### src/verilog/pipe_pkg.sv
/*
 * Widths, opcodes and operand select codes shared by the whole pipeline slice.
 * Instruction fields sit at fixed positions, MSB first: opcode, rd, ra, rb, imm.
 */
`default_nettype none

package pipe_pkg;

	////////////////////////////////////////////////////////////////////////////
	// Data path widths
	localparam int WORD_W     = 32;
	localparam int REG_ADDR_W = 4;
	localparam int NUM_REGS   = 2 ** REG_ADDR_W;
	localparam int INSTR_W    = 24;
	localparam int OPC_W      = 4;
	localparam int IMM_W      = 8;
	localparam int SEL_W      = 2;
	localparam int SHAMT_W    = $clog2(WORD_W);

	typedef logic [WORD_W-1:0]     word_t;
	typedef logic [REG_ADDR_W-1:0] reg_addr_t;
	typedef logic [INSTR_W-1:0]    instr_t;
	typedef logic [IMM_W-1:0]      imm_t;
	typedef logic [OPC_W-1:0]      opcode_t;
	typedef logic [SEL_W-1:0]      opsel_t;

	// Field positions inside instr_t
	localparam int OPC_MSB = INSTR_W - 1;
	localparam int RD_MSB  = OPC_MSB - OPC_W;
	localparam int RA_MSB  = RD_MSB - REG_ADDR_W;
	localparam int RB_MSB  = RA_MSB - REG_ADDR_W;
	localparam int IMM_MSB = RB_MSB - REG_ADDR_W;

	////////////////////////////////////////////////////////////////////////////
	// Opcodes
	localparam opcode_t OP_NOP  = 4'd0;
	localparam opcode_t OP_ADD  = 4'd1;
	localparam opcode_t OP_SUB  = 4'd2;
	localparam opcode_t OP_AND  = 4'd3;
	localparam opcode_t OP_OR   = 4'd4;
	localparam opcode_t OP_XOR  = 4'd5;
	localparam opcode_t OP_SLL  = 4'd6;
	localparam opcode_t OP_ADDI = 4'd7;
	localparam opcode_t OP_MUL  = 4'd8;

	// Operand select, immediate only valid on operand B
	localparam opsel_t SEL_RF      = 2'd0;
	localparam opsel_t SEL_IMM     = 2'd1;
	localparam opsel_t SEL_EX_FORW = 2'd2;
	localparam opsel_t SEL_WB_FORW = 2'd3;

	////////////////////////////////////////////////////////////////////////////
	// Iterative multiplier, one 8-bit slice of operand B per step
	localparam int MUL_STEPS  = 4;
	localparam int MUL_STEP_W = WORD_W / MUL_STEPS;
	localparam int MUL_CNT_W  = $clog2(MUL_STEPS);

	typedef logic [MUL_CNT_W-1:0] mul_cnt_t;

	localparam mul_cnt_t MUL_LAST = mul_cnt_t'(MUL_STEPS - 1);

	typedef enum logic {
		MUL_IDLE,
		MUL_BUSY
	} mul_state_e;

endpackage

`default_nettype wire

### src/verilog/pipe_if.sv
/*
 * Decode to execute issue bundle and the forwarding return path.
 * Signal groups only, all timing lives in the stage modules.
 */
`default_nettype none

// Issued instruction, control from decode and operands from the mux
interface id_ex_if;
	logic                valid;
	pipe_pkg::opcode_t   op;
	pipe_pkg::reg_addr_t rd;
	pipe_pkg::word_t     operand_a;
	pipe_pkg::word_t     operand_b;

	modport decode_mp (output valid, op, rd);
	modport operand_mp (output operand_a, operand_b);
	modport execute_mp (input valid, op, rd, operand_a, operand_b);
endinterface

// Forward sources from execute and result back to decode
interface fwd_if;
	// Execute side, valid only when the result is final
	logic                ex_valid;
	pipe_pkg::reg_addr_t ex_rd;
	pipe_pkg::word_t     ex_forw;
	// Result register side
	logic                wb_valid;
	pipe_pkg::reg_addr_t wb_rd;
	pipe_pkg::word_t     wb_forw;

	modport ex_mp (output ex_valid, ex_rd, ex_forw);
	modport wb_mp (output wb_valid, wb_rd, wb_forw);
	modport decode_mp (input ex_valid, ex_rd, ex_forw, wb_valid, wb_rd, wb_forw);
	modport mux_mp (input ex_forw, wb_forw);
endinterface

`default_nettype wire

### src/verilog/alu_execute.sv
/*
 * Execute stage, single-cycle ALU plus a four-step shift-add multiplier.
 * MUL keeps the low 32 bits only, and hold freezes every stage.
 */
`default_nettype none

module alu_execute (
	input  wire                  clk,
	input  wire                  reset,
	input  wire                  hold,
	output logic                 id_freeze,
	output logic                 ex_freeze,
	id_ex_if.execute_mp          id_ex,
	fwd_if.ex_mp                 fwd,
	output logic                 ex_valid,
	output pipe_pkg::reg_addr_t  ex_rd,
	output pipe_pkg::word_t      ex_result
);

	pipe_pkg::mul_state_e mul_state;
	pipe_pkg::mul_cnt_t   mul_cnt;
	logic                 is_mul;
	logic                 mul_last;

	// Multiplier data path, registered and current step views
	pipe_pkg::word_t acc_q;
	pipe_pkg::word_t mcand_q;
	pipe_pkg::word_t mplier_q;
	pipe_pkg::word_t acc_cur;
	pipe_pkg::word_t mcand_cur;
	pipe_pkg::word_t mplier_cur;
	pipe_pkg::word_t partial;
	pipe_pkg::word_t mul_sum;
	pipe_pkg::word_t alu_out;

	assign is_mul   = id_ex.valid && (id_ex.op == pipe_pkg::OP_MUL);
	assign mul_last = (mul_state == pipe_pkg::MUL_BUSY) && (mul_cnt == pipe_pkg::MUL_LAST);

	////////////////////////////////////////////////////////////////////////////
	// Freeze generation
	// Execute moves on the last MUL step, decode waits one more cycle
	assign ex_freeze = hold || (is_mul && !mul_last);
	assign id_freeze = hold || is_mul;

	////////////////////////////////////////////////////////////////////////////
	// Multiplier
	// First step works straight off the operand registers
	always_comb begin
		if (mul_state == pipe_pkg::MUL_IDLE) begin
			acc_cur    = '0;
			mcand_cur  = id_ex.operand_a;
			mplier_cur = id_ex.operand_b;
		end else begin
			acc_cur    = acc_q;
			mcand_cur  = mcand_q;
			mplier_cur = mplier_q;
		end
	end

	// One 8-bit slice of B per step
	assign partial = mcand_cur * pipe_pkg::word_t'(mplier_cur[pipe_pkg::MUL_STEP_W-1:0]);
	assign mul_sum = acc_cur + partial;

	always_ff @(posedge clk) begin
		if (reset) begin
			mul_state <= pipe_pkg::MUL_IDLE;
			mul_cnt   <= '0;
		end else if (!hold) begin
			case (mul_state)
				pipe_pkg::MUL_IDLE: begin
					if (is_mul) begin
						mul_state <= pipe_pkg::MUL_BUSY;
						mul_cnt   <= pipe_pkg::mul_cnt_t'(1);
					end
				end
				pipe_pkg::MUL_BUSY: begin
					if (mul_last) begin
						mul_state <= pipe_pkg::MUL_IDLE;
						mul_cnt   <= '0;
					end else begin
						mul_cnt <= mul_cnt + pipe_pkg::mul_cnt_t'(1);
					end
				end
				default: mul_state <= pipe_pkg::MUL_IDLE;
			endcase
		end
	end

	always_ff @(posedge clk) begin
		if (!hold && is_mul) begin
			acc_q    <= mul_sum;
			mcand_q  <= mcand_cur << pipe_pkg::MUL_STEP_W;
			mplier_q <= mplier_cur >> pipe_pkg::MUL_STEP_W;
		end
	end

	////////////////////////////////////////////////////////////////////////////
	// ALU
	always_comb begin
		case (id_ex.op)
			pipe_pkg::OP_ADD,
			pipe_pkg::OP_ADDI: alu_out = id_ex.operand_a + id_ex.operand_b;
			pipe_pkg::OP_SUB:  alu_out = id_ex.operand_a - id_ex.operand_b;
			pipe_pkg::OP_AND:  alu_out = id_ex.operand_a & id_ex.operand_b;
			pipe_pkg::OP_OR:   alu_out = id_ex.operand_a | id_ex.operand_b;
			pipe_pkg::OP_XOR:  alu_out = id_ex.operand_a ^ id_ex.operand_b;
			pipe_pkg::OP_SLL:
				alu_out = id_ex.operand_a << id_ex.operand_b[pipe_pkg::SHAMT_W-1:0];
			// Product is only meaningful on the last step
			pipe_pkg::OP_MUL:  alu_out = mul_sum;
			default:           alu_out = '0;
		endcase
	end

	// Result counts as final for single-cycle ops or the last MUL step
	assign ex_valid  = id_ex.valid && (!is_mul || mul_last);
	assign ex_rd     = id_ex.rd;
	assign ex_result = alu_out;

	assign fwd.ex_valid = ex_valid;
	assign fwd.ex_rd    = ex_rd;
	assign fwd.ex_forw  = ex_result;

	// Decode issues a bubble after a MUL, so no back-to-back start
	assert property (@(posedge clk) disable iff (reset)
		(mul_last && !hold) |=> (mul_state == pipe_pkg::MUL_IDLE) && !id_ex.valid);

endmodule

`default_nettype wire

### src/verilog/instr_decode.sv
/*
 * Decode stage with valid/ready issue port and forward select generation.
 * Source must hold instr stable while instr_valid is high and ready is low.
 */
`default_nettype none

module instr_decode (
	input  wire                      clk,
	input  wire                      reset,
	input  wire                      instr_valid,
	input  wire pipe_pkg::instr_t    instr,
	output logic                     instr_ready,
	input  wire                      id_freeze,
	input  wire                      ex_freeze,
	output pipe_pkg::reg_addr_t      ra_addr,
	output pipe_pkg::reg_addr_t      rb_addr,
	output pipe_pkg::word_t          simm,
	output pipe_pkg::opsel_t         sel_a,
	output pipe_pkg::opsel_t         sel_b,
	id_ex_if.decode_mp               id_ex,
	fwd_if.decode_mp                 fwd
);

	logic                dec_valid;
	pipe_pkg::instr_t    dec_instr;
	pipe_pkg::opcode_t   dec_op;
	pipe_pkg::reg_addr_t dec_rd;
	pipe_pkg::imm_t      dec_imm;
	logic                take;
	logic                a_ex_hit;
	logic                a_wb_hit;
	logic                b_ex_hit;
	logic                b_wb_hit;

	// Accept only while decode is free to move
	assign instr_ready = !id_freeze;
	assign take        = instr_valid && instr_ready;

	////////////////////////////////////////////////////////////////////////////
	// Decode register
	always_ff @(posedge clk) begin
		if (reset) begin
			dec_valid <= 1'b0;
		end else if (!id_freeze) begin
			// No new word means a bubble
			dec_valid <= take;
		end
	end

	always_ff @(posedge clk) begin
		if (take) begin
			dec_instr <= instr;
		end
	end

	// Field split
	assign dec_op  = dec_instr[pipe_pkg::OPC_MSB -: pipe_pkg::OPC_W];
	assign dec_rd  = dec_instr[pipe_pkg::RD_MSB -: pipe_pkg::REG_ADDR_W];
	assign ra_addr = dec_instr[pipe_pkg::RA_MSB -: pipe_pkg::REG_ADDR_W];
	assign rb_addr = dec_instr[pipe_pkg::RB_MSB -: pipe_pkg::REG_ADDR_W];
	assign dec_imm = dec_instr[pipe_pkg::IMM_MSB -: pipe_pkg::IMM_W];

	// Sign-extended immediate for ADDI
	assign simm = {{(pipe_pkg::WORD_W - pipe_pkg::IMM_W){dec_imm[pipe_pkg::IMM_W-1]}}, dec_imm};

	////////////////////////////////////////////////////////////////////////////
	// Hazard compare against both writers
	// r0 is never forwarded
	assign a_ex_hit = (ra_addr != '0) && fwd.ex_valid && (fwd.ex_rd == ra_addr);
	assign a_wb_hit = (ra_addr != '0) && fwd.wb_valid && (fwd.wb_rd == ra_addr);
	assign b_ex_hit = (rb_addr != '0) && fwd.ex_valid && (fwd.ex_rd == rb_addr);
	assign b_wb_hit = (rb_addr != '0) && fwd.wb_valid && (fwd.wb_rd == rb_addr);

	// Execute is the younger writer, so it wins
	assign sel_a = a_ex_hit ? pipe_pkg::SEL_EX_FORW :
		a_wb_hit ? pipe_pkg::SEL_WB_FORW : pipe_pkg::SEL_RF;
	assign sel_b = (dec_op == pipe_pkg::OP_ADDI) ? pipe_pkg::SEL_IMM :
		b_ex_hit ? pipe_pkg::SEL_EX_FORW :
		b_wb_hit ? pipe_pkg::SEL_WB_FORW : pipe_pkg::SEL_RF;

	////////////////////////////////////////////////////////////////////////////
	// Issue into execute
	always_ff @(posedge clk) begin
		if (reset) begin
			id_ex.valid <= 1'b0;
		end else if (!ex_freeze) begin
			// Decode-only freeze sends a bubble and NOP never reaches write-back
			id_ex.valid <= dec_valid && !id_freeze && (dec_op != pipe_pkg::OP_NOP);
		end
	end

	always_ff @(posedge clk) begin
		if (!ex_freeze) begin
			id_ex.op <= dec_op;
			id_ex.rd <= dec_rd;
		end
	end

	// Source keeps the offered word steady until decode takes it
	assert property (@(posedge clk) disable iff (reset)
		(instr_valid && !instr_ready) |=> (!instr_valid || $stable(instr)));

endmodule

`default_nettype wire

### src/verilog/operand_mux.sv
/*
 * Operand forwarding muxes and the execute operand registers.
 * Saved flag keeps a captured operand through one decode-only freeze.
 */
`default_nettype none

module operand_mux (
	input  wire                   clk,
	input  wire                   reset,
	input  wire                   id_freeze,
	input  wire                   ex_freeze,
	input  wire pipe_pkg::word_t  rf_data_a,
	input  wire pipe_pkg::word_t  rf_data_b,
	input  wire pipe_pkg::word_t  simm,
	input  wire pipe_pkg::opsel_t sel_a,
	input  wire pipe_pkg::opsel_t sel_b,
	fwd_if.mux_mp                 fwd,
	id_ex_if.operand_mp           id_ex
);

	// Index 0 is operand A and index 1 is operand B
	pipe_pkg::word_t muxed [2];
	pipe_pkg::word_t opnd_q [2];
	logic            saved [2];

	////////////////////////////////////////////////////////////////////////////
	// Source select
	always_comb begin
		case (sel_a)
			pipe_pkg::SEL_EX_FORW: muxed[0] = fwd.ex_forw;
			pipe_pkg::SEL_WB_FORW: muxed[0] = fwd.wb_forw;
			default:               muxed[0] = rf_data_a;
		endcase
		case (sel_b)
			pipe_pkg::SEL_IMM:     muxed[1] = simm;
			pipe_pkg::SEL_EX_FORW: muxed[1] = fwd.ex_forw;
			pipe_pkg::SEL_WB_FORW: muxed[1] = fwd.wb_forw;
			default:               muxed[1] = rf_data_b;
		endcase
	end

	////////////////////////////////////////////////////////////////////////////
	// Operand registers
	// Capture whenever execute runs and nothing is saved
	always_ff @(posedge clk) begin
		for (int i = 0; i < 2; i++) begin
			if (!ex_freeze && !saved[i]) begin
				opnd_q[i] <= muxed[i];
			end
		end
	end

	// Set on the first decode-only freeze cycle and clear once both run
	always_ff @(posedge clk) begin
		if (reset) begin
			saved <= '{default: 1'b0};
		end else begin
			for (int i = 0; i < 2; i++) begin
				if (!ex_freeze && id_freeze && !saved[i]) begin
					saved[i] <= 1'b1;
				end else if (!ex_freeze && !id_freeze) begin
					saved[i] <= 1'b0;
				end
			end
		end
	end

	assign id_ex.operand_a = opnd_q[0];
	assign id_ex.operand_b = opnd_q[1];

	// Execute never freezes while decode keeps running
	assert property (@(posedge clk) disable iff (reset)
		ex_freeze |-> id_freeze);

	// A decode-only freeze lasts a single running cycle
	// The bubble behind a finished MUL lets decode move again
	assert property (@(posedge clk) disable iff (reset)
		((saved[0] || saved[1]) && !ex_freeze) |-> !id_freeze);

endmodule

`default_nettype wire

### src/verilog/pipe_top.sv
/*
 * Three-stage integer pipe: decode, execute, result, with operand forwarding.
 * Results leave in issue order, one wb_valid pulse per non-NOP instruction.
 */
`default_nettype none

module pipe_top (
	input  wire                      clk,
	input  wire                      reset,
	input  wire                      instr_valid,
	input  wire pipe_pkg::instr_t    instr,
	input  wire                      hold,
	output logic                     instr_ready,
	output logic                     wb_valid,
	output pipe_pkg::reg_addr_t      wb_addr,
	output pipe_pkg::word_t          wb_data
);

	// Register file ports
	pipe_pkg::reg_addr_t ra_addr;
	pipe_pkg::reg_addr_t rb_addr;
	pipe_pkg::word_t     rf_data_a;
	pipe_pkg::word_t     rf_data_b;
	logic                we;
	pipe_pkg::reg_addr_t wa;
	pipe_pkg::word_t     wd;

	// Decode to operand mux
	pipe_pkg::word_t     simm;
	pipe_pkg::opsel_t    sel_a;
	pipe_pkg::opsel_t    sel_b;

	// Freezes and execute to result
	logic                id_freeze;
	logic                ex_freeze;
	logic                ex_valid;
	pipe_pkg::reg_addr_t ex_rd;
	pipe_pkg::word_t     ex_result;

	id_ex_if id_ex ();
	fwd_if   fwd ();

	reg_file u_reg_file (
		.clk     (clk),
		.ra_addr (ra_addr),
		.rb_addr (rb_addr),
		.ra_data (rf_data_a),
		.rb_data (rf_data_b),
		.we      (we),
		.wa      (wa),
		.wd      (wd)
	);

	instr_decode u_decode (
		.clk         (clk),
		.reset       (reset),
		.instr_valid (instr_valid),
		.instr       (instr),
		.instr_ready (instr_ready),
		.id_freeze   (id_freeze),
		.ex_freeze   (ex_freeze),
		.ra_addr     (ra_addr),
		.rb_addr     (rb_addr),
		.simm        (simm),
		.sel_a       (sel_a),
		.sel_b       (sel_b),
		.id_ex       (id_ex.decode_mp),
		.fwd         (fwd.decode_mp)
	);

	operand_mux u_operand_mux (
		.clk       (clk),
		.reset     (reset),
		.id_freeze (id_freeze),
		.ex_freeze (ex_freeze),
		.rf_data_a (rf_data_a),
		.rf_data_b (rf_data_b),
		.simm      (simm),
		.sel_a     (sel_a),
		.sel_b     (sel_b),
		.fwd       (fwd.mux_mp),
		.id_ex     (id_ex.operand_mp)
	);

	alu_execute u_execute (
		.clk       (clk),
		.reset     (reset),
		.hold      (hold),
		.id_freeze (id_freeze),
		.ex_freeze (ex_freeze),
		.id_ex     (id_ex.execute_mp),
		.fwd       (fwd.ex_mp),
		.ex_valid  (ex_valid),
		.ex_rd     (ex_rd),
		.ex_result (ex_result)
	);

	result_stage u_result (
		.clk       (clk),
		.reset     (reset),
		.hold      (hold),
		.ex_freeze (ex_freeze),
		.ex_valid  (ex_valid),
		.ex_rd     (ex_rd),
		.ex_result (ex_result),
		.fwd       (fwd.wb_mp),
		.we        (we),
		.wa        (wa),
		.wd        (wd),
		.wb_valid  (wb_valid),
		.wb_addr   (wb_addr),
		.wb_data   (wb_data)
	);

endmodule

`default_nettype wire

### src/verilog/reg_file.sv
/*
 * 16 x 32 register file, two combinational reads and one clocked write.
 * r0 reads as zero and ignores writes, contents are undefined after power-up.
 */
`default_nettype none

module reg_file (
	input  wire                      clk,
	input  wire pipe_pkg::reg_addr_t ra_addr,
	input  wire pipe_pkg::reg_addr_t rb_addr,
	output pipe_pkg::word_t          ra_data,
	output pipe_pkg::word_t          rb_data,
	input  wire                      we,
	input  wire pipe_pkg::reg_addr_t wa,
	input  wire pipe_pkg::word_t     wd
);

	pipe_pkg::word_t regs [pipe_pkg::NUM_REGS];

	// Write port, r0 is never stored
	always_ff @(posedge clk) begin
		if (we && wa != '0) begin
			regs[wa] <= wd;
		end
	end

	// Read ports, no bypass of a same-cycle write
	// Result stage forwarding covers that case
	assign ra_data = (ra_addr == '0) ? '0 : regs[ra_addr];
	assign rb_data = (rb_addr == '0) ? '0 : regs[rb_addr];

endmodule

`default_nettype wire

### src/verilog/result_stage.sv
/*
 * Result register, write-back port and register file write strobe.
 * Output has no ready, back-pressure comes only through hold.
 */
`default_nettype none

module result_stage (
	input  wire                      clk,
	input  wire                      reset,
	input  wire                      hold,
	input  wire                      ex_freeze,
	input  wire                      ex_valid,
	input  wire pipe_pkg::reg_addr_t ex_rd,
	input  wire pipe_pkg::word_t     ex_result,
	fwd_if.wb_mp                     fwd,
	output logic                     we,
	output pipe_pkg::reg_addr_t      wa,
	output pipe_pkg::word_t          wd,
	output logic                     wb_valid,
	output pipe_pkg::reg_addr_t      wb_addr,
	output pipe_pkg::word_t          wb_data
);

	logic                res_valid;
	pipe_pkg::reg_addr_t res_rd;
	pipe_pkg::word_t     res_data;

	// Busy MUL leaves a bubble behind, hold keeps everything
	always_ff @(posedge clk) begin
		if (reset) begin
			res_valid <= 1'b0;
		end else if (!hold) begin
			res_valid <= ex_valid && !ex_freeze;
		end
	end

	always_ff @(posedge clk) begin
		if (!hold && !ex_freeze) begin
			res_rd   <= ex_rd;
			res_data <= ex_result;
		end
	end

	// One pulse per result, write lands at the end of that cycle
	assign wb_valid = res_valid && !hold;
	assign wb_addr  = res_rd;
	assign wb_data  = res_data;

	assign we = wb_valid;
	assign wa = res_rd;
	assign wd = res_data;

	// Forward source stays visible during hold
	assign fwd.wb_valid = res_valid;
	assign fwd.wb_rd    = res_rd;
	assign fwd.wb_forw  = res_data;

endmodule

`default_nettype wire
### config.mk
export PLATFORM = sky130hd
export DESIGN_NAME = pipe_top
export DESIGN_NICKNAME = d
export VERILOG_FILES = /design/src/verilog/pipe_pkg.sv /design/src/verilog/pipe_if.sv /design/src/verilog/alu_execute.sv /design/src/verilog/instr_decode.sv /design/src/verilog/operand_mux.sv /design/src/verilog/pipe_top.sv /design/src/verilog/reg_file.sv /design/src/verilog/result_stage.sv
export SDC_FILE = /design/constraint.sdc
export NUM_CORES = 2
export LEC_CHECK = 0
export BUFFER_PORTS_ARGS = -buffer_cell sky130_fd_sc_hd__buf_2
export CAP_MARGIN = 10
export CORE_MARGIN = 5
export CORE_UTILIZATION = 49
export CTS_BUF_LIST = sky130_fd_sc_hd__clkbuf_4
export CTS_CLUSTER_DIAMETER = 200
export DETAILED_ROUTE_END_ITERATION = 6
export HOLD_SLACK_MARGIN = 0.06
export SYNTH_ARGS = -nofsm -noshare
export SYNTH_HDL_FRONTEND = slang
export SYNTH_SLANG_ARGS = --single-unit
### constraint.sdc
create_clock -name clk -period 11.45 [get_ports clk]
set_input_delay 2.29 -clock clk [delete_from_list [all_inputs] [get_ports clk]]
set_output_delay 2.29 -clock clk [all_outputs]
set_load 0.02 [all_outputs]
# Word-level counts from Yosys, hierarchy flattened
# Memories as Yosys holds them, arrays and structs flattened. A register that Yosys moved wholly into a read port is not among the register bits.
# Cells that the tools add are included.
totals:
  register_bits: 156
  ram_bits: 576
  in_bits: 28
  output_inout_bits: 38
  elab_cells: 125
  mem_count: 2
memory_table:
  columns: ["name", "depth", "word_bits", "rd", "rd_clocked_by_memory_dff", "wr", "line", "rtl"]
  rows:
  - ["u_reg_file.regs", 16, 32, 2, 2, 1, "reg_file.sv:18", "pipe_pkg::word_t regs [pipe_pkg::NUM_REGS];"]
  - ["u_operand_mux.opnd_q", 2, 32, 2, 0, 2, "operand_mux.sv:23", "pipe_pkg::word_t opnd_q [2];"]
op_classes:
  n_addsub: 4
  n_mul: 1
  eq_ne: 20
  shift: 1
  n_mux: 30
  bitwise_logic: 5
  n_reduce_logical: 46
op_table:
  columns: ["op", "count"]
  rows:
  - ["$pmux 32 s7", 1]
  - ["$mux 32", 4]
  - ["$pmux 32 s3", 1]
  - ["$add 32x32->32", 2]
  - ["$pmux 32 s2", 1]
  - ["$and 32x32->32", 1]
  - ["$mul 32x8->32", 1]
  - ["$or 32x32->32", 1]
  - ["$shl 32x5->32", 1]
  - ["$sub 32x32->32", 1]
  - ["$xor 32x32->32", 1]
  - ["$logic_and 1x1->1", 26]
  - ["$mux 24", 1]
  - ["$eq 4x3->1 const B", 5]
  - ["$eq 4x4->1", 4]
  - ["$reduce_bool 4->1", 4]
  - ["$mux 2", 7]
  - ["$mux 1", 11]
  - ["$eq 2x2->1 const B", 5]
  - ["$eq 4x2->1 const B", 2]
  - ["$logic_not 4->1", 2]
  - ["$mux 4", 2]
  - ["$logic_not 1->1", 7]
  - ["$eq 4x1->1 const B", 1]
  - ["11 further kinds", 15]

# Logic depth before layout (Yosys ltp)
depth:
  ltp_word: 11
  mapped_depth: 27
  mapped_depth_nobuf: 22

# Cells and area by module
# Synthesis repeated with hierarchy kept, for this count alone.
unflattened:
  cells_unflattened: 3588
  hier_area_um2: 45358.5
by_module_without_submodules:
  columns: ["mod", "instances", "cells_per_inst", "area_each_um2", "seq_area_each_um2"]
  rows:
  - ["reg_file", 1, 1169, 22028.6, 14413.8]
  - ["alu_execute", 1, 1966, 16589.7, 2462.4]
  - ["operand_mux", 1, 219, 3463.3, 1961.9]
  - ["result_stage", 1, 115, 1679.1, 1101.1]
  - ["instr_decode", 1, 119, 1597.8, 1001.0]

# Worst setup path before layout
# OpenSTA, ideal clock, no wires.
synth_path:
  path_type: "reg2reg"
  from: "reg u_execute.mul_state"
  to: "mem u_operand_mux.opnd_q[0][61] in the netlist's numbering, data pin"
  setup_time_ns: 0.261
  arrival_time_ns: 6.368
  required_time_ns: 11.189
  path_slack_ns: 4.821
  stages_incl_launch_ff: 26
  n_path_buf: 6
  synth_period_minus_slack_ns: 6.629
  path_cell_list: "dfxtp_1 > buf_6 > buf_6 > clkbuf_1 > buf_1 > clkbuf_1 > clkbuf_1 > nand2_1 > fa_1 > inv_1 > fa_1 > fa_1 > inv_1 > fa_1 > inv_1 > ha_1 > a21o_1 > a221o_1 > a221oi_4 > o31ai_1 > a21oi_1 > inv_1 > a21oi_1 > or4b_1 > o211ai_2 > a221o_1"
synth_rtl:
  columns: ["item", "line", "rtl"]
  rows:
  - ["start, declared", "alu_execute.sv:20", "pipe_pkg::mul_state_e mul_state;"]
  - ["start signal, assigned", "alu_execute.sv:66", "mul_state <= pipe_pkg::MUL_IDLE;"]
  - ["start signal, assigned", "alu_execute.sv:72", "mul_state <= pipe_pkg::MUL_BUSY;"]
  - ["start signal, assigned", "alu_execute.sv:78", "mul_state <= pipe_pkg::MUL_IDLE;"]
  - ["end, declared", "operand_mux.sv:23", null]

==> results by stage <==
Timing:
- The final critical path takes up 71.03% of the cycle.
- Derived from the worst setup path, the maximum achievable clock frequency is between 100 and 150 MHz.
- The worst setup margin is roughly 3.3 ns.
- The final hold violation count is 0.
- Setup repair after global routing left no endpoint under its margin.
- After routing, the total negative slack on setup checks comes to 0 ns.
- The worst pin sits at a relative slew slack of a little over a quarter.
- Setup violations remaining at the end of the flow were counted as 0.
- At the pin with the least slew margin, the transition time is 1.107 ns.
- The post-route minimum period is 8.133 ns.
- The worst setup skew after layout is 0.07560 ns.
- The number of max-slew violations in the final report was 0.

Pwr:
- The leakage dissipation is around 19 nW.
- VDD sags by at most approximately 0.22 mV.
- In this run the power density over the cells is 223.2 mW/mm^2.

Worst hold path:
- Along the worst hold path, the cell count comes to 0.
- The hold path endpoint is u_decode.id_ex.rd[2]$_DFFE_PN_.
- In this run the most critical hold path is launched from u_decode.dec_instr[18]$_DFFE_PP_.
- The type of the tightest min-delay check is reg2reg.

CTS:
- The maximum clock path buffer count is 3.
- In this run the number of H-tree levels came out at 4.
- The master cell of the clock root buffer is sky130_fd_sc_hd__clkbuf_4.
- Post-CTS timing repair inserted 0 buffers for setup.
- The clock input transition at the sequential cells of the worst setup and hold paths is 0.07 ns.
- The clock net in this run drives a total of between 700 and 800 sinks.
- TritonCTS created 184 clock buffers.
- The clock latency of the later-clocked register in the worst-skew pair is 1.05 ns.
- The post-cts gate resize count is 0.
- The clock tree from TritonCTS is built.
- The hold buffer count at CTS is 0.

Worst setup path:
- The critical path is of the reg2reg type.
- In this run the worst path has a maximum fanout of 79.
- The required time at the endpoint of the critical path is 12.15 ns.
- In this design, the stage delay of the slowest critical-path cell is roughly 0.80 ns.
- Counting cells, the worst reg-to-reg path comes to 21.
- The setup slack of the worst register-to-register path is 3.32 ns.
- The signal on the critical path passes through buf_4, a21o_1, nand2_1, fa_1, inv_1, fa_1, fa_1, inv_1, fa_1, inv_1, ha_1, nand3_1, a211oi_1, o21ai_0, a21boi_0, a41o_1, a22oi_1, a21oi_1, xor2_1, a211oi_1, o211ai_1.
- The worst register-to-register path ends at u_operand_mux.opnd_q[0][62]$_DFFE_PP_.
- The family with the most delay on the worst path is compound AO/OA/AOI/OAI gates.
- The sort of element at the start of the critical path is a register.
- The source of the worst register-to-register timing path is u_execute.mul_state$_SDFFE_PP0N_.
- The worst setup path is captured at a register.
- On the critical path, the stage with the largest delay is an instance of sky130_fd_sc_hd__a21o_1.
- Data arrives at the worst endpoint at 8.83 ns.
- The number of buffer and inverter instances along the worst setup path is 4.
- Counting stages on the worst path, the most repeated cell is sky130_fd_sc_hd__fa_1.

Layout:
- The total area of multi-input combinational cells is approximately 0.022 sq mm.
- The area added between synthesis and finish is 9.502%.
- The total of fill cells in the finished design is 7776.
- In the final design database the tool counted 3853 nets.
- The sequential cells in the finished layout cover a total of 0.02208 sq mm.
- The proportion of layout cells with a drive suffix above 1 is 23.34%.
- The count of placed standard cells in the final layout, fillers left out is slightly below 5000.

Floorplanning:
- The number of top-level pins is 66.
- The horizontal die dimension is 314.7 um.
- The number of core rows is approximately 110.
- The overall die area is 0.09901 sq mm.
- Measured along the y axis, the die boundary spans 314.7 um.
- Once the floorplan was initialized, standard cells occupied 49.47% of the core.
- In this run the standard cell core region covers roughly 0.092 sq mm.

Yosys:
- The post-synthesis instance total is 3341.
- For this run, the number of Yosys warnings is 0.
- The proportion of synthesized flip-flops having asynchronous set or reset is 0%.
- The primary flip-flop cell chosen by synthesis mapping is sky130_fd_sc_hd__edfxtp_1.
- Each instance of the synthesized netlist takes up on average approximately 14 sq um.
- The number of distinct standard cells referenced by the synthesized netlist is 88.
- Sequential cells were found to cover 48.51% of the synthesized design area.
- The post-synthesis register bit count is 740.
- The synthesized area is 0.04548 sq mm.
- Counting flops with a built-in enable in the synthesized netlist gives 724.

Drt:
- The routed layout has about 30000 vias.
- The number of optimization iterations in the first detailed-route pass is 6.
- The remaining design rule violation count is 0.
- The final routed wirelength across all metal layers is 131700 um.
- Dividing the detail-routed wire length by the instance count gives 26.93 um.
- In this run the remaining antenna-violating nets after routing total 0.
- The via density per instance is 6.128.
- The violation count after the first detailed-route iteration is 3129.

Placed design:
- The worst slack at placement is 3.377 ns.
- The HPWL after detailed placement is 89790 um.
- The port buffer count is 65.
- The placed instance count is 4556.
- The routability congestion estimate from global placement is approximately 0.93.

GRT:
- The first global-routing pass estimated ~200000 um of wire.
- The combined global-route utilization of all metal layers is between 20% and 30%.
- The leftover overflow at the end of global routing is 0.
- The initial antenna violation count is 7.
- The number of global-route vias before repair is 31460.
- The pin count of the biggest net entering global routing is 80.

Status:
- The run finished with clean final reports.

Flow run:
- The number of maximum-capacitance constraint violations is 0.
power breakdown:
| group | total [mW] | leakage, nW | internal [mW] | switching, mW |
|---|---|---|---|---|
| registers | 3.59 | 6.81 | 3.40 | 0.197 |
| clock network | 2.21 | 1.40 | 1.13 | 1.08 |
| logic | 5.31 | 10.3 | 1.91 | 3.39 |
| total | 11.1 | 18.5 | 6.44 | 4.67 |
through the flow:
stage	hold slack, ns	cell area (sq um)	util [%]	total power, mW
after floorplan	0.4003	45600	-	7.139
after global placement	0.4118	47440	51.60	8.793
after detailed placement	0.4144	47440	51.60	8.867
after CTS	0.4163	49800	54.16	11.12
after global routing	0.4374	49800	54.17	11.88
final	0.4179	49800	54.17	11.12
worst reg2reg max path: stages (launching register included):
cell and delay (ns):
sky130_fd_sc_hd__dfxtp_4 0.64, sky130_fd_sc_hd__buf_4 0.74, sky130_fd_sc_hd__a21o_1 0.84, sky130_fd_sc_hd__nand2_1 0.18, sky130_fd_sc_hd__fa_1 0.56, sky130_fd_sc_hd__inv_1 0.06, sky130_fd_sc_hd__fa_1 0.48, sky130_fd_sc_hd__fa_1 0.54
sky130_fd_sc_hd__inv_1 0.05, sky130_fd_sc_hd__fa_1 0.47, sky130_fd_sc_hd__inv_1 0.04, sky130_fd_sc_hd__ha_1 0.35, sky130_fd_sc_hd__nand3_1 0.14, sky130_fd_sc_hd__a211oi_1 0.49, sky130_fd_sc_hd__o21ai_0 0.37, sky130_fd_sc_hd__a21boi_0 0.37
sky130_fd_sc_hd__a41o_1 0.41, sky130_fd_sc_hd__a22oi_1 0.20, sky130_fd_sc_hd__a21oi_1 0.21, sky130_fd_sc_hd__xor2_1 0.13, sky130_fd_sc_hd__a211oi_1 0.44, sky130_fd_sc_hd__o211ai_1 0.15
cells by family after synthesis:
group | Yosys count | share of synthesized area (%)
AOI/OAI and AO/OA | 511 | 7.436
muxes | 408 | 18.35
other | 1 | 0.008245
adders and majority gates | 326 | 12.06
and+or+nand+nor | 722 | 7.076
buffers and inverters | 525 | 4.438
DFF | 740 | 48.51
xor gates and xnor gates | 108 | 2.127
synthesized netlist by cell type, types with 16 or more instances:
cell                         n  share of area (%)
sky130_fd_sc_hd__mux2_2     18               0.45
sky130_fd_sc_hd__xnor2_1    85                1.6
sky130_fd_sc_hd__mux4_2    338                 17
sky130_fd_sc_hd__inv_1     323                2.7
sky130_fd_sc_hd__fa_1      187                8.2
sky130_fd_sc_hd__mux2i_1    49                1.1
sky130_fd_sc_hd__xor2_1     21               0.40
sky130_fd_sc_hd__nand2_1   252                2.1
sky130_fd_sc_hd__nor2_1    239                2.0
sky130_fd_sc_hd__ha_1      139                3.8
sky130_fd_sc_hd__o21a_1     28               0.46
sky130_fd_sc_hd__nor3_1     68               0.75
sky130_fd_sc_hd__clkbuf_1  129                1.1
sky130_fd_sc_hd__o211ai_1   34               0.56
sky130_fd_sc_hd__a22oi_1    50               0.83
sky130_fd_sc_hd__dfxtp_1    16               0.70
sky130_fd_sc_hd__nand3_1    29               0.32
sky130_fd_sc_hd__buf_1      44               0.36
sky130_fd_sc_hd__buf_2      17               0.19
sky130_fd_sc_hd__edfxtp_1  724                 48
sky130_fd_sc_hd__o21ai_0    89               0.98
sky130_fd_sc_hd__a21oi_1   152                1.7
sky130_fd_sc_hd__nand2b_1   20               0.28
sky130_fd_sc_hd__nor2b_1    39               0.54
metal layers:
layer / global-route usage, % / wire [um] / up-vias
met2: 44.90 / 65450 / 1254
met1: 35.26 / 52050 / 15550
met4: 9.099 / 4179 / 0
li1: - / - / 12940
met3: 5.824 / 10030 / 231
met5: 0 / 0 / -
cell usage in the layout (no fill, tap or decap), types with 34 or more instances in the layout:
cell and instances:
sky130_fd_sc_hd__buf_4 70, sky130_fd_sc_hd__nand2_1 252, sky130_fd_sc_hd__o211ai_1 34, sky130_fd_sc_hd__o21ai_0 88
sky130_fd_sc_hd__fa_1 187, sky130_fd_sc_hd__xnor2_1 85, sky130_fd_sc_hd__edfxtp_1 724, sky130_fd_sc_hd__nor3_1 62
sky130_fd_sc_hd__mux2i_1 47, sky130_fd_sc_hd__mux4_2 338, sky130_fd_sc_hd__clkinv_1 53, sky130_fd_sc_hd__nor2b_1 38
sky130_fd_sc_hd__nor2_1 222, sky130_fd_sc_hd__buf_2 65, sky130_fd_sc_hd__inv_1 322, sky130_fd_sc_hd__clkbuf_4 271
sky130_fd_sc_hd__a22oi_1 50, sky130_fd_sc_hd__ha_1 139, sky130_fd_sc_hd__a21oi_1 152
area by class of cell:
type	count	area share, %
sequential	740	44.35
multi-input combinational	2107	43.59
clock buffer	271	4.085
tap	1243	3.123
inverter	331	2.495
timing repair buffer	135	1.708
clock inverter	62	0.6381
antenna	2	0.01005
flip-flops by register name (all words and copies together), names as in the netlist, named ones only:
signal                 cells
u_decode.id_ex.op          4
u_execute.mplier_q        24
u_reg_file.regs          512
u_result.fwd.wb_forw      32
u_operand_mux.saved        2
u_result.fwd.wb_valid      1
u_execute.mul_state        1
u_result.fwd.wb_rd         4
u_operand_mux.opnd_q      64
u_decode.id_ex.rd          4
u_execute.acc_q           32
u_decode.dec_valid         1
u_execute.mul_cnt          2
u_execute.mcand_q         24
u_decode.id_ex.valid       1
u_decode.dec_instr        24
how the worst max path moves through the flow:
stage	from	slack [ns]	to	cells after the start
floorplan	u_execute.mul_state$_SDFFE_PP0N_	4.82	u_operand_mux.opnd_q[0][61]$_DFFE_PP_	25
global placement	u_execute.mul_state$_SDFFE_PP0N_	3.59	u_operand_mux.opnd_q[0][62]$_DFFE_PP_	21
detailed placement	u_execute.mul_state$_SDFFE_PP0N_	3.38	u_operand_mux.opnd_q[0][62]$_DFFE_PP_	21
global route	u_execute.mul_state$_SDFFE_PP0N_	2.76	u_operand_mux.opnd_q[0][62]$_DFFE_PP_	21
finish	u_execute.mul_state$_SDFFE_PP0N_	3.32	u_operand_mux.opnd_q[0][62]$_DFFE_PP_	21
CTS	u_execute.mul_state$_SDFFE_PP0N_	3.38	u_operand_mux.opnd_q[0][62]$_DFFE_PP_	21
Note: power is estimated with default switching activity, not from simulation.
